`config.mk`:
```
export PLATFORM = sky130hd
export DESIGN_NAME = core_top
export DESIGN_NICKNAME = d
export VERILOG_FILES = /design/src/isa_pkg.sv /design/src/pipe_pkg.sv /design/src/core_top.sv /design/src/result_stage.sv /design/src/execute_stage.sv /design/src/decode_stage.sv
export SDC_FILE = /design/constraint.sdc
export NUM_CORES = 2
export LEC_CHECK = 0
export CAP_MARGIN = 0
export CORE_UTILIZATION = 40
export DETAILED_ROUTE_END_ITERATION = 8
export DONT_BUFFER_PORTS = 1
export PLACE_DENSITY = 0.61
export SLEW_MARGIN = 25
export SYNTH_ARGS = -nofsm -noshare
export SYNTH_HDL_FRONTEND = slang
export SYNTH_SLANG_ARGS = --single-unit
export TNS_END_PERCENT = 5
```
`constraint.sdc`:
```
create_clock -name clk -period 6.45 [get_ports clk]
set_clock_uncertainty 0.15 [all_clocks]
set_input_delay 1.29 -clock clk [delete_from_list [all_inputs] [get_ports clk]]
set_output_delay 1.29 -clock clk [all_outputs]
set_load 0.05 [all_outputs]
```
`src/isa_pkg.sv`:
```
package isa_pkg;

    ////////////////////
    // Word and field types.

    typedef logic [31:0] word_t;      // Data, pc or instruction word.
    typedef logic [4:0]  reg_addr_t;
    typedef logic [11:0] imm12_t;
    typedef logic [19:0] imm20_t;
    typedef logic [5:0]  exc_cause_t;

    typedef logic [9:0]  opcode10_t;  // Taken from inst[31:22].
    typedef logic [16:0] opcode17_t;  // Taken from inst[31:15].
    typedef logic [6:0]  opcode7_t;   // Taken from inst[31:25].

    localparam int REG_COUNT = 32;

    ////////////////////
    // Exception causes follow the ECODE field.

    localparam exc_cause_t EXC_SYS = 6'h0b;
    localparam exc_cause_t EXC_BRK = 6'h0c;
    localparam exc_cause_t EXC_INE = 6'h0d;

    ////////////////////
    // Opcodes.

    // Immediate forms with a 12-bit field in inst[21:10].
    localparam opcode10_t OP10_SLTI  = 10'h008;
    localparam opcode10_t OP10_SLTUI = 10'h009;
    localparam opcode10_t OP10_ADDIW = 10'h00a;
    localparam opcode10_t OP10_ANDI  = 10'h00d;
    localparam opcode10_t OP10_ORI   = 10'h00e;
    localparam opcode10_t OP10_XORI  = 10'h00f;

    // Three-register forms.
    localparam opcode17_t OP17_ADDW = 17'h00020;
    localparam opcode17_t OP17_SUBW = 17'h00022;
    localparam opcode17_t OP17_SLT  = 17'h00024;
    localparam opcode17_t OP17_SLTU = 17'h00025;
    localparam opcode17_t OP17_NOR  = 17'h00028;
    localparam opcode17_t OP17_AND  = 17'h00029;
    localparam opcode17_t OP17_OR   = 17'h0002a;
    localparam opcode17_t OP17_XOR  = 17'h0002b;
    localparam opcode17_t OP17_SLLW = 17'h0002e;
    localparam opcode17_t OP17_SRLW = 17'h0002f;
    localparam opcode17_t OP17_SRAW = 17'h00030;

    localparam opcode17_t OP17_BREAK   = 17'h00054;
    localparam opcode17_t OP17_SYSCALL = 17'h00056;

    // Shift by a 5-bit amount held in inst[14:10].
    localparam opcode17_t OP17_SLLIW = 17'h00081;
    localparam opcode17_t OP17_SRLIW = 17'h00089;
    localparam opcode17_t OP17_SRAIW = 17'h00091;

    // Upper-immediate forms hold a 20-bit field in inst[24:5].
    localparam opcode7_t OP7_LU12IW     = 7'h0a;
    localparam opcode7_t OP7_PCADDU12I  = 7'h0e;

endpackage
```
`src/pipe_pkg.sv`:
```
package pipe_pkg;

    typedef enum logic [4:0] {
        ALU_NOP       = 5'd0,
        ALU_ADD       = 5'd1,
        ALU_SUB       = 5'd2,
        ALU_SLT       = 5'd3,
        ALU_SLTU      = 5'd4,
        ALU_NOR       = 5'd5,
        ALU_AND       = 5'd6,
        ALU_OR        = 5'd7,
        ALU_XOR       = 5'd8,
        ALU_SLL       = 5'd9,
        ALU_SRL       = 5'd10,
        ALU_SRA       = 5'd11,
        ALU_ADDI      = 5'd12,
        ALU_SLTI      = 5'd13,
        ALU_SLTUI     = 5'd14,
        ALU_ANDI      = 5'd15,
        ALU_ORI       = 5'd16,
        ALU_XORI      = 5'd17,
        ALU_SLLI      = 5'd18,
        ALU_SRLI      = 5'd19,
        ALU_SRAI      = 5'd20,
        ALU_LU12I     = 5'd21,
        ALU_PCADDU12I = 5'd22,
        ALU_BREAK     = 5'd23,
        ALU_SYSCALL   = 5'd24
    } alu_op_e;

    typedef enum logic [1:0] {
        SEL_NONE  = 2'd0,
        SEL_ARITH = 2'd1,
        SEL_LOGIC = 2'd2,
        SEL_SHIFT = 2'd3
    } alu_sel_e;

    typedef struct packed {
        logic                valid;
        isa_pkg::word_t      pc;
        alu_op_e             op;
        alu_sel_e            sel;
        isa_pkg::reg_addr_t  rj;
        isa_pkg::reg_addr_t  rk;
        logic                use_imm;   // Second operand is imm, not rk data.
        isa_pkg::word_t      imm;
        logic                wr_en;
        isa_pkg::reg_addr_t  rd;
        logic                exc;
        isa_pkg::exc_cause_t cause;
    } decoded_t;

    typedef struct packed {
        logic                valid;
        logic                exc;
        isa_pkg::exc_cause_t cause;
        logic                wr_en;
        isa_pkg::reg_addr_t  rd;
        isa_pkg::word_t      data;
    } commit_t;

endpackage

```
`src/core_top.sv`:
```
`timescale 1ns/10ps

module core_top (
    input  logic              clk,
    input  logic              reset_i,
    input  logic              inst_en_i,
    input  isa_pkg::word_t    pc_i,
    input  isa_pkg::word_t    inst_i,
    output pipe_pkg::commit_t commit_o
);

    import isa_pkg::*;
    import pipe_pkg::*;

    decoded_t  dec;
    reg_addr_t rj_addr;
    reg_addr_t rk_addr;
    word_t     rj_data;
    word_t     rk_data;
    commit_t   cmt;

    decode_stage u_decode (
        .clk       (clk),
        .reset_i   (reset_i),
        .inst_en_i (inst_en_i),
        .pc_i      (pc_i),
        .inst_i    (inst_i),
        .dec_o     (dec)
    );

    execute_stage u_execute (
        .clk       (clk),
        .reset_i   (reset_i),
        .dec_i     (dec),
        .rj_addr_o (rj_addr),
        .rk_addr_o (rk_addr),
        .rj_data_i (rj_data),
        .rk_data_i (rk_data),
        .cmt_o     (cmt)
    );

    // The register file is written from the same record that leaves the core.
    result_stage u_result (
        .clk       (clk),
        .reset_i   (reset_i),
        .cmt_i     (cmt),
        .rj_addr_i (rj_addr),
        .rk_addr_i (rk_addr),
        .rj_data_o (rj_data),
        .rk_data_o (rk_data)
    );

    assign commit_o = cmt;

endmodule

```
`src/result_stage.sv`:
```
`timescale 1ns/10ps

module result_stage (
    input  logic               clk,
    input  logic               reset_i,
    input  pipe_pkg::commit_t  cmt_i,
    input  isa_pkg::reg_addr_t rj_addr_i,
    input  isa_pkg::reg_addr_t rk_addr_i,
    output isa_pkg::word_t     rj_data_o,
    output isa_pkg::word_t     rk_data_o
);

    import isa_pkg::*;

    word_t regs [REG_COUNT];
    logic  wr_en;

    assign wr_en = cmt_i.valid & cmt_i.wr_en & ~cmt_i.exc;

    // A read that hits the pending write sees the new value, so a dependent
    // instruction right behind its producer needs no stall.
    function automatic word_t read_port(input reg_addr_t addr);
        word_t data;
        if (addr == '0) begin
            data = '0;
        end else if (wr_en && addr == cmt_i.rd) begin
            data = cmt_i.data;
        end else begin
            data = regs[addr];
        end
        return data;
    endfunction

    always_comb begin
        rj_data_o = read_port(rj_addr_i);
        rk_data_o = read_port(rk_addr_i);
    end

    ////////////////////
    // Write port

    always_ff @(posedge clk) begin
        if (reset_i) begin
            for (int i = 0; i < REG_COUNT; i++) begin
                regs[i] <= '0;
            end
        end else if (wr_en && cmt_i.rd != '0) begin  // r0 stays zero.
            regs[cmt_i.rd] <= cmt_i.data;
        end
    end

endmodule

```
`src/execute_stage.sv`:
```
`timescale 1ns/10ps

module execute_stage (
    input  logic               clk,
    input  logic               reset_i,
    input  pipe_pkg::decoded_t dec_i,
    output isa_pkg::reg_addr_t rj_addr_o,
    output isa_pkg::reg_addr_t rk_addr_o,
    input  isa_pkg::word_t     rj_data_i,
    input  isa_pkg::word_t     rk_data_i,
    output pipe_pkg::commit_t  cmt_o
);

    import isa_pkg::*;
    import pipe_pkg::*;

    word_t      op_a;
    word_t      op_b;
    logic [4:0] sa;
    word_t      arith_res;
    word_t      logic_res;
    word_t      shift_res;
    word_t      result;
    commit_t    cmt_d;
    commit_t    cmt_q;

    assign rj_addr_o = dec_i.rj;
    assign rk_addr_o = dec_i.rk;

    assign op_a = (dec_i.op == ALU_PCADDU12I) ? dec_i.pc : rj_data_i;
    assign op_b = dec_i.use_imm ? dec_i.imm : rk_data_i;
    assign sa   = op_b[4:0];  // Only the low 5 bits count as a shift amount.

    ////////////////////
    // ALU units

    always_comb begin
        case (dec_i.op)
            ALU_SUB:             arith_res = op_a - op_b;
            ALU_SLT, ALU_SLTI:   arith_res = {31'b0, $signed(op_a) < $signed(op_b)};
            ALU_SLTU, ALU_SLTUI: arith_res = {31'b0, op_a < op_b};
            default:             arith_res = op_a + op_b;
        endcase
    end

    always_comb begin
        case (dec_i.op)
            ALU_NOR:           logic_res = ~(op_a | op_b);
            ALU_AND, ALU_ANDI: logic_res = op_a & op_b;
            ALU_XOR, ALU_XORI: logic_res = op_a ^ op_b;
            default:           logic_res = op_a | op_b;  // OR, ORI and LU12I.W.
        endcase
    end

    always_comb begin
        case (dec_i.op)
            ALU_SRL, ALU_SRLI: shift_res = op_a >> sa;
            ALU_SRA, ALU_SRAI: shift_res = $signed(op_a) >>> sa;
            default:           shift_res = op_a << sa;
        endcase
    end

    always_comb begin
        case (dec_i.sel)
            SEL_ARITH: result = arith_res;
            SEL_LOGIC: result = logic_res;
            SEL_SHIFT: result = shift_res;
            default:   result = '0;
        endcase
    end

    ////////////////////
    // Commit record

    always_comb begin
        cmt_d.valid = dec_i.valid;
        cmt_d.exc   = dec_i.exc;
        cmt_d.cause = dec_i.cause;
        cmt_d.wr_en = dec_i.wr_en;
        cmt_d.rd    = dec_i.rd;
        cmt_d.data  = result;
    end

    always_ff @(posedge clk) begin
        cmt_q <= cmt_d;
        if (reset_i) begin
            cmt_q.valid <= 1'b0;
        end
    end

    assign cmt_o = cmt_q;

endmodule

```
`src/decode_stage.sv`:
```
`timescale 1ns/10ps

module decode_stage (
    input  logic               clk,
    input  logic               reset_i,
    input  logic               inst_en_i,
    input  isa_pkg::word_t     pc_i,
    input  isa_pkg::word_t     inst_i,
    output pipe_pkg::decoded_t dec_o
);

    import isa_pkg::*;
    import pipe_pkg::*;

    opcode10_t  op10;
    opcode17_t  op17;
    opcode7_t   op7;
    imm12_t     imm12;
    imm20_t     imm20;
    logic [4:0] shamt;
    reg_addr_t  rj;
    reg_addr_t  rk;
    reg_addr_t  rd;

    alu_op_e  op;
    decoded_t dec_d;
    decoded_t dec_q;

    assign op10  = inst_i[31:22];
    assign op17  = inst_i[31:15];
    assign op7   = inst_i[31:25];
    assign imm12 = inst_i[21:10];
    assign imm20 = inst_i[24:5];
    assign shamt = inst_i[14:10];
    assign rk    = inst_i[14:10];
    assign rj    = inst_i[9:5];
    assign rd    = inst_i[4:0];

    ////////////////////
    // Opcode match

    // The three field widths never hit on the same word.
    always_comb begin
        op = ALU_NOP;
        case (op10)
            OP10_SLTI:  op = ALU_SLTI;
            OP10_SLTUI: op = ALU_SLTUI;
            OP10_ADDIW: op = ALU_ADDI;
            OP10_ANDI:  op = ALU_ANDI;
            OP10_ORI:   op = ALU_ORI;
            OP10_XORI:  op = ALU_XORI;
            default: ;
        endcase
        case (op17)
            OP17_ADDW:    op = ALU_ADD;
            OP17_SUBW:    op = ALU_SUB;
            OP17_SLT:     op = ALU_SLT;
            OP17_SLTU:    op = ALU_SLTU;
            OP17_NOR:     op = ALU_NOR;
            OP17_AND:     op = ALU_AND;
            OP17_OR:      op = ALU_OR;
            OP17_XOR:     op = ALU_XOR;
            OP17_SLLW:    op = ALU_SLL;
            OP17_SRLW:    op = ALU_SRL;
            OP17_SRAW:    op = ALU_SRA;
            OP17_SLLIW:   op = ALU_SLLI;
            OP17_SRLIW:   op = ALU_SRLI;
            OP17_SRAIW:   op = ALU_SRAI;
            OP17_BREAK:   op = ALU_BREAK;
            OP17_SYSCALL: op = ALU_SYSCALL;
            default: ;
        endcase
        case (op7)
            OP7_LU12IW:    op = ALU_LU12I;
            OP7_PCADDU12I: op = ALU_PCADDU12I;
            default: ;
        endcase
    end

    ////////////////////
    // Operand and immediate form

    always_comb begin
        dec_d       = '0;
        dec_d.valid = inst_en_i;
        dec_d.pc    = pc_i;
        dec_d.op    = op;
        dec_d.rj    = rj;
        dec_d.rk    = rk;
        dec_d.rd    = rd;
        dec_d.wr_en = 1'b1;
        case (op)
            ALU_ADD, ALU_SUB, ALU_SLT, ALU_SLTU: dec_d.sel = SEL_ARITH;
            ALU_NOR, ALU_AND, ALU_OR, ALU_XOR:   dec_d.sel = SEL_LOGIC;
            ALU_SLL, ALU_SRL, ALU_SRA:           dec_d.sel = SEL_SHIFT;
            ALU_ADDI, ALU_SLTI, ALU_SLTUI: begin
                dec_d.sel     = SEL_ARITH;
                dec_d.use_imm = 1'b1;
                dec_d.imm     = {{20{imm12[11]}}, imm12};
            end
            ALU_ANDI, ALU_ORI, ALU_XORI: begin
                dec_d.sel     = SEL_LOGIC;
                dec_d.use_imm = 1'b1;
                dec_d.imm     = {20'b0, imm12};
            end
            ALU_SLLI, ALU_SRLI, ALU_SRAI: begin
                dec_d.sel     = SEL_SHIFT;
                dec_d.use_imm = 1'b1;
                dec_d.imm     = {27'b0, shamt};
            end
            ALU_PCADDU12I: begin
                dec_d.sel     = SEL_ARITH;
                dec_d.use_imm = 1'b1;
                dec_d.imm     = {imm20, 12'b0};
            end
            ALU_LU12I: begin
                dec_d.sel     = SEL_LOGIC;  // Computed as r0 | imm.
                dec_d.use_imm = 1'b1;
                dec_d.imm     = {imm20, 12'b0};
                dec_d.rj      = '0;
            end
            ALU_BREAK, ALU_SYSCALL: begin
                dec_d.wr_en = 1'b0;
                dec_d.exc   = 1'b1;
                dec_d.cause = (op == ALU_BREAK) ? EXC_BRK : EXC_SYS;
            end
            default: begin
                // No match. The all-zero word is a plain NOP.
                dec_d.wr_en = 1'b0;
                if (inst_i != '0) begin
                    dec_d.exc   = 1'b1;
                    dec_d.cause = EXC_INE;
                end
            end
        endcase
    end

    always_ff @(posedge clk) begin
        dec_q <= dec_d;
        if (reset_i) begin
            dec_q.valid <= 1'b0;
        end
    end

    assign dec_o = dec_q;

endmodule

```
[Yosys cells after proc, flatten, opt, wreduce, memory -nomap -nowiden]
Memory sizes are Yosys's and may differ from the RTL's. A register that Yosys moved wholly into a read port is not among the register bits.
Index checks and enable logic that the tools add are counted.
Word-level totals
  register bits: 142
  bits in latches: 0
  memory bits (writable): 1024
  bits in read-only memories: 0
  input port bits: 67
  output and inout port bits: 46
  word-level logic and storage cells: 152
  memories kept: 1
Memory list
  u_result.regs: depth 32, bits a word 32, read ports 2, clocked after Yosys merged registers in 2, wr ports 32, RTL line result_stage.sv:15  | word_t regs [REG_COUNT];
Cells by class
  add/sub/neg operators: 2
  multipliers: 0
  divide/modulo/power cells: 0
  order comparisons: 2
  eq/ne operators: 68
  shift operators: 3
  muxes and demuxes: 28
  bitwise operators: 7
  reductions and logical operators: 23
Operator list (number)
  $pmux W32 S3: 3
  $mux W32: 7
  $eq A17 B6 Y1 const B: 11
  $pmux W33 S4: 1
  $pmux W5 S16: 1
  $eq A5 B4 Y1 const B: 14
  $eq A5 B5 Y1 const B: 13
  $lt A32 B32 Y1: 2
  $pmux W32 S2: 1
  $eq A10 B4 Y1 const B: 6
  $eq A17 B8 Y1 const B: 3
  $eq A5 B3 Y1 const B: 7
  $eq A17 B7 Y1 const B: 2
  $add A32 B32 Y32: 1
  $and A32 B32 Y32: 1
  $not A32 Y32: 1
  $or A32 B32 Y32: 1
  $reduce_bool A32 Y1: 1
  $reduce_or A32 Y1: 1
  $shl A32 B5 Y32: 1
  $shr A32 B5 Y32: 1
  $sshr A32 B5 Y32: 1
  $sub A32 B32 Y32: 1
  $xor A32 B32 Y32: 1
  other kinds (24): 51

[Depth between registers and ports, before layout]
  word-level depth: 10
  depth in mapped cells: 29
  mapped depth without buffers: 22

[Hierarchy]
A second synthesis with hierarchy kept.
Second synthesis, totals
  cell total of the unflattened synthesis: 5872
  area total of the unflattened synthesis: 70560.2 um^2
Modules (own cells, without submodules)
  result_stage: instances 1, cells each 3789, area an instance 55264.3 um^2, seq. area each 30749.5 um^2
  execute_stage: instances 1, cells each 1814, area an instance 12303.0 um^2, seq. area each 920.9 um^2
  decode_stage: instances 1, cells each 269, area an instance 2992.9 um^2, seq. area each 1861.8 um^2

[Least setup slack after synthesis]
Ideal clock, no wire load.
  path kind: register -> register
  start point: register u_decode.dec_q (netlist bit rk_addr[0])
  end point: register u_execute.cmt_q (netlist bit u_execute.cmt_o[30])
  setup time: 0.086 ns
  arrival time: 5.955 ns
  required time: 6.214 ns
  setup slack: 0.260 ns
  cell stages (with the launch flop): 26
  path buffers: 6
  clock period less this slack: 6.190 ns
  path through: dfxtp_1 buf_6 buf_6 buf_6 buf_2 buf_1 mux4_2 mux4_2 nand2_1 o211ai_1 o21ai_0 o21ai_0 ha_1 clkbuf_1 or3_1 or4_1 or3_1 or3_1 nand3_1 a21oi_1 o21ai_1 nand2_1 o31ai_1 and3_1 nor3_1 a211oi_1
On the way
  word-level cells in the longest chain between the ends: 9
  elaborated cells between the ends (all ways): 19
  classes of those cells: add/sub (2); eq/ne (1); shift (3); mux (7); bitwise (4); reduce/logical (2)
Ends and longest elaborated chain
  from (decl): RTL line decode_stage.sv:27  | decoded_t dec_q;
  $eq A5 B5 Y1: RTL line result_stage.sv:26  | end else if (wr_en && addr == cmt_i.rd) begin
  $logic_and A1 B1 Y1: RTL line result_stage.sv:26
  $mux W32: RTL line result_stage.sv:26
  $mux W32 (*): RTL line result_stage.sv:24  | if (addr == '0) begin
  $mux W32 (*): RTL line execute_stage.sv:31  | assign op_b = dec_i.use_imm ? dec_i.imm : rk_data_i;
  parallel branches: the longest is 3 deep, another holds $add A32 B32 Y32
  $pmux W32 S3 (*): RTL line execute_stage.sv:64  | case (dec_i.sel)
  named net u_execute.result[30]: RTL line execute_stage.sv:23  | word_t result;
  to (signal assigned): RTL line execute_stage.sv:85  | cmt_q <= cmt_d;
  to (decl): RTL line execute_stage.sv:25  | commit_t cmt_q;
Mark *: on every way through the listed nets, which the timed path passes.
A chain may end at the register's enable or synchronous reset.

[Worst setup path in the final report]
  start point: register u_decode.dec_q (netlist bit rk_addr[4])
  end point: register u_execute.cmt_q (netlist bit u_execute.cmt_o[0])
The elaborated chain is that of the path after synthesis.

==> results.md <==
- Highest achievable clock rate: 0.159 GHz
- Slack of the worst reg-to-reg path: 0.16 ns
- X dimension of the die: 416 um
- Clock transition time at the flip-flop clock pins of the worst setup and hold paths: 0.06 ns
- Count of flip-flops with a built-in enable after synthesis: 1,024
- Initial antenna violation count: 25
- Via count: 50,600
- Sequential share of the synthesized area: 48.9%
- Critical path arrival: 6.78 ns
- Post-route standard cell area excluding fillers: 77,500 um2
- Max-slew headroom at the worst pin: 22.6%
- CP max FO: 19
- DRC violations left: 0
- RR Endpoint: u_execute.cmt_o[0]
- Outcome: completed
- Top Ports: 113
- Via count of the first global-routing pass: 48,800
- Hold EP: u_execute.cmt_o[34]
- Clock latency reported for the late side of the worst-skew pair: 0.80 ns
- Biggest area contributors in the synthesized netlist: edfxtp_1, mux4_2, and2_1
- Number of storage elements in the synthesis netlist: 1,160
- DRT iter0 DRCs: 8,141
- Routed vias/inst: 6.53
- Most used DFF post-synth: edfxtp_1
- Final period demand of the worst path: 6.29 ns
- Type of origin of the critical path: flop
- Share of final-layout standard cells stronger than drive strength 1: 22.8%
- Crit end category: flop
- Utilization of the core after routing: 45.7%
- Leakage: 28.8 nW
- Total cell area at the placement stage: 72,600 um2
- Startpoint of the worst hold path: u_decode.dec_o[9]
- Yosys top cell area share: 44.9%
- Mapped Area: 68,500 um2
- Worst endpoint required time: 6.93 ns
- Largest net degree at the start of global routing: 82
- Overall power of the completed layout: 0.0206 W
- Final setup fails: 0
- Max Buffers Root-to-Sink: 3
- Final worst path period share: 97.6%
- Final instance count without filler cells: 7,743
- HPWL reported at the end of detailed placement: 180,000 um
- Initial Util: 40.4%
- Setup repair after global routing missed its margin: yes
- Cells on Worst Hold Path: 0
- Global-route wire length before repair: 380,000 um
- Root buffer cell: clkbuf_16
- Post-synth ARST share: 0%
- Cell taking the most area after synthesis: edfxtp_1
- Mean instance size in the synthesized netlist: 12.7 um2
- Net count reported at finish: 5,564
- Die area: 173,000 um2
- Ys Warns: 0
- DP Cell Count: 7,464
- Floorplan die height: 416 um
- First drt pass iteration count: 6
- Maximum vdd drop: 0.290 mV
- TritonCTS clock tree: built
- Layout overhead on the synthesized area: 13.1%
- Max-cap violations: 0
- Tightest Pin Transition: 1.15 ns
- GR Util All Layers: 31.1%
- Clock buffers created by TritonCTS: 136
- Post-synthesis cell count: 5,387
- Number of different library cells in the post-synthesis netlist: 101
- Aggregate negative setup slack: 0 ns
- Most frequent cells in the layout: and2_1, edfxtp_1, mux4_2, mux2i_1, buf_4
- Commonest non-fill, non-tap cell in the layout: and2_1
- Input/output buffers: 0
- Crit Path Class: flop to flop
- Power density over the cells: 266 nW/um2
- Antenna-violating nets left: 0
- Number of failing hold endpoints at the final stage: 0
- Hold crit path type: flop to flop
- Clock Sink Count: 1,160
- Core area: 170,000 um2
- DR WL/cell: 35.4 um
- Global placement routability congestion: 1.01
- Gr ovfl total: 0
- H-tree lvl count: 4
- Core Rows: 151
- R2r startpoint: rk_addr[4]
- Max-slew violation count: 0
- Register-to-Register Path Depth: 22
- Drt total wl: 274,000 um
-- layer usage --
layer,vias up,routed length [um],track usage [%]
li1,20500,-,-
met5,-,126,0
met4,16,16900,17.0
met2,3622,118000,45.5
met3,651,32300,7.66
met1,25800,106000,42.3
-- kinds of logic (layout without fill, tap and decap cells) --
kind of cell,count (synthesis),in the layout,synth area share (%)
compound gates,798,798,8.42
xor+xnor,19,19,0.243
buf+inv,609,701,3.73
other cells,1,47,0.00547
fa+ha+maj,99,99,1.83
simple gates,1855,1855,15.4
mux,846,846,21.5
flops,1160,1160,48.9
-- worst max-delay path, stage by stage, from the launching register on --
cell and delay, ns:
dfxtp_4 0.67, clkinvlp_4 0.40, buf_4 0.34, a221oi_1 0.32, nor2_1 0.08, nor2_1 0.09, a221oi_1 0.07, o211ai_1 0.45
o21ai_0 0.19, o21ai_1 0.24, ha_1 0.28, or3_1 0.38, or4_1 0.47, or3_1 0.35, or3_1 0.31, nand3_1 0.18
a21oi_1 0.16, o21ai_1 0.15, nand2_1 0.12, o31ai_2 0.30, a21oi_1 0.15, o211ai_1 0.18, nand2_1 0.07
-- synthesized netlist by cell type (39+ instances only) --
library cell and n:
a21oi_1 108, nor2b_1 64, or2_2 41, dfxtp_1 136
a221oi_1 93, and2_1 1049, mux2i_1 340, nand2_1 247
inv_1 87, a22o_1 46, nand3_1 66, o211ai_1 46
nor2_1 213, clkbuf_1 370, mux4_2 498, buf_1 39
o21ai_0 153, ha_1 97, a211oi_1 88, buf_2 74
edfxtp_1 1024
-- sequential cells by signal (all words and copies together) (netlist names) --
signal and count:
rj_addr 5, u_result.regs 1024, rk_addr 5, u_decode.dec_o 83, u_execute.cmt_o 43
-- stage by stage --
stage          worst slack [ns]  hold slack (ns)
3_3_place_gp            -0.0663            0.160
4_1_cts                  0.0932            0.174
5_1_grt                 -0.0979            0.181
6_report                  0.155            0.176
2_1_floorplan             0.260            0.160
3_5_place_dp            -0.0891            0.162
-- worst max-delay path by stage --
| stage | from | endpoint | depth (start not counted) |
|---|---|---|---|
| after global routing | rj_addr[0] | u_execute.cmt_o[29] | 20 |
| after CTS | rj_addr[0] | u_execute.cmt_o[0] | 21 |
| after global placement | rk_addr[0] | u_execute.cmt_o[28] | 21 |
| final | rk_addr[4] | u_execute.cmt_o[0] | 22 |
| after detailed placement | rk_addr[0] | u_execute.cmt_o[28] | 21 |
| after floorplan | rk_addr[0] | u_execute.cmt_o[30] | 25 |
-- area by class of cell --
class,instances,area (um2)
Timing Repair Buffer,356,3190
Clock inverter,68,778
Antenna cell,13,32.5
Clock buffer,184,3790
Fill cell,15100,92200
Inverter,93,360
Multi-Input combinational cell,3651,33000
Sequential cell,1160,33500
Tap cell,2218,2780
-- report_power, final --
| group | leakage, nW | switching, W | internal (W) |
|---|---|---|---|
| clock | 2.23 | 0.00337 | 0.00461 |
| sequential | 11.7 | 0.000330 | 0.00843 |
| combinational | 14.9 | 0.00245 | 0.00145 |
| total | 28.8 | 0.00616 | 0.0145 |
-- repair_timing --
action / 4_1_cts / 5_1_grt
pin swaps: 0 / 3
cloned: 0 / 2
hold endpoints to repair: 0 / 0
resized for setup: 2 / 22
setup endpoints to repair: 1 / 8
buffers inserted: 0 / 12
hold buffers: 0 / 0
Note: power is estimated with default switching activity, not from simulation.
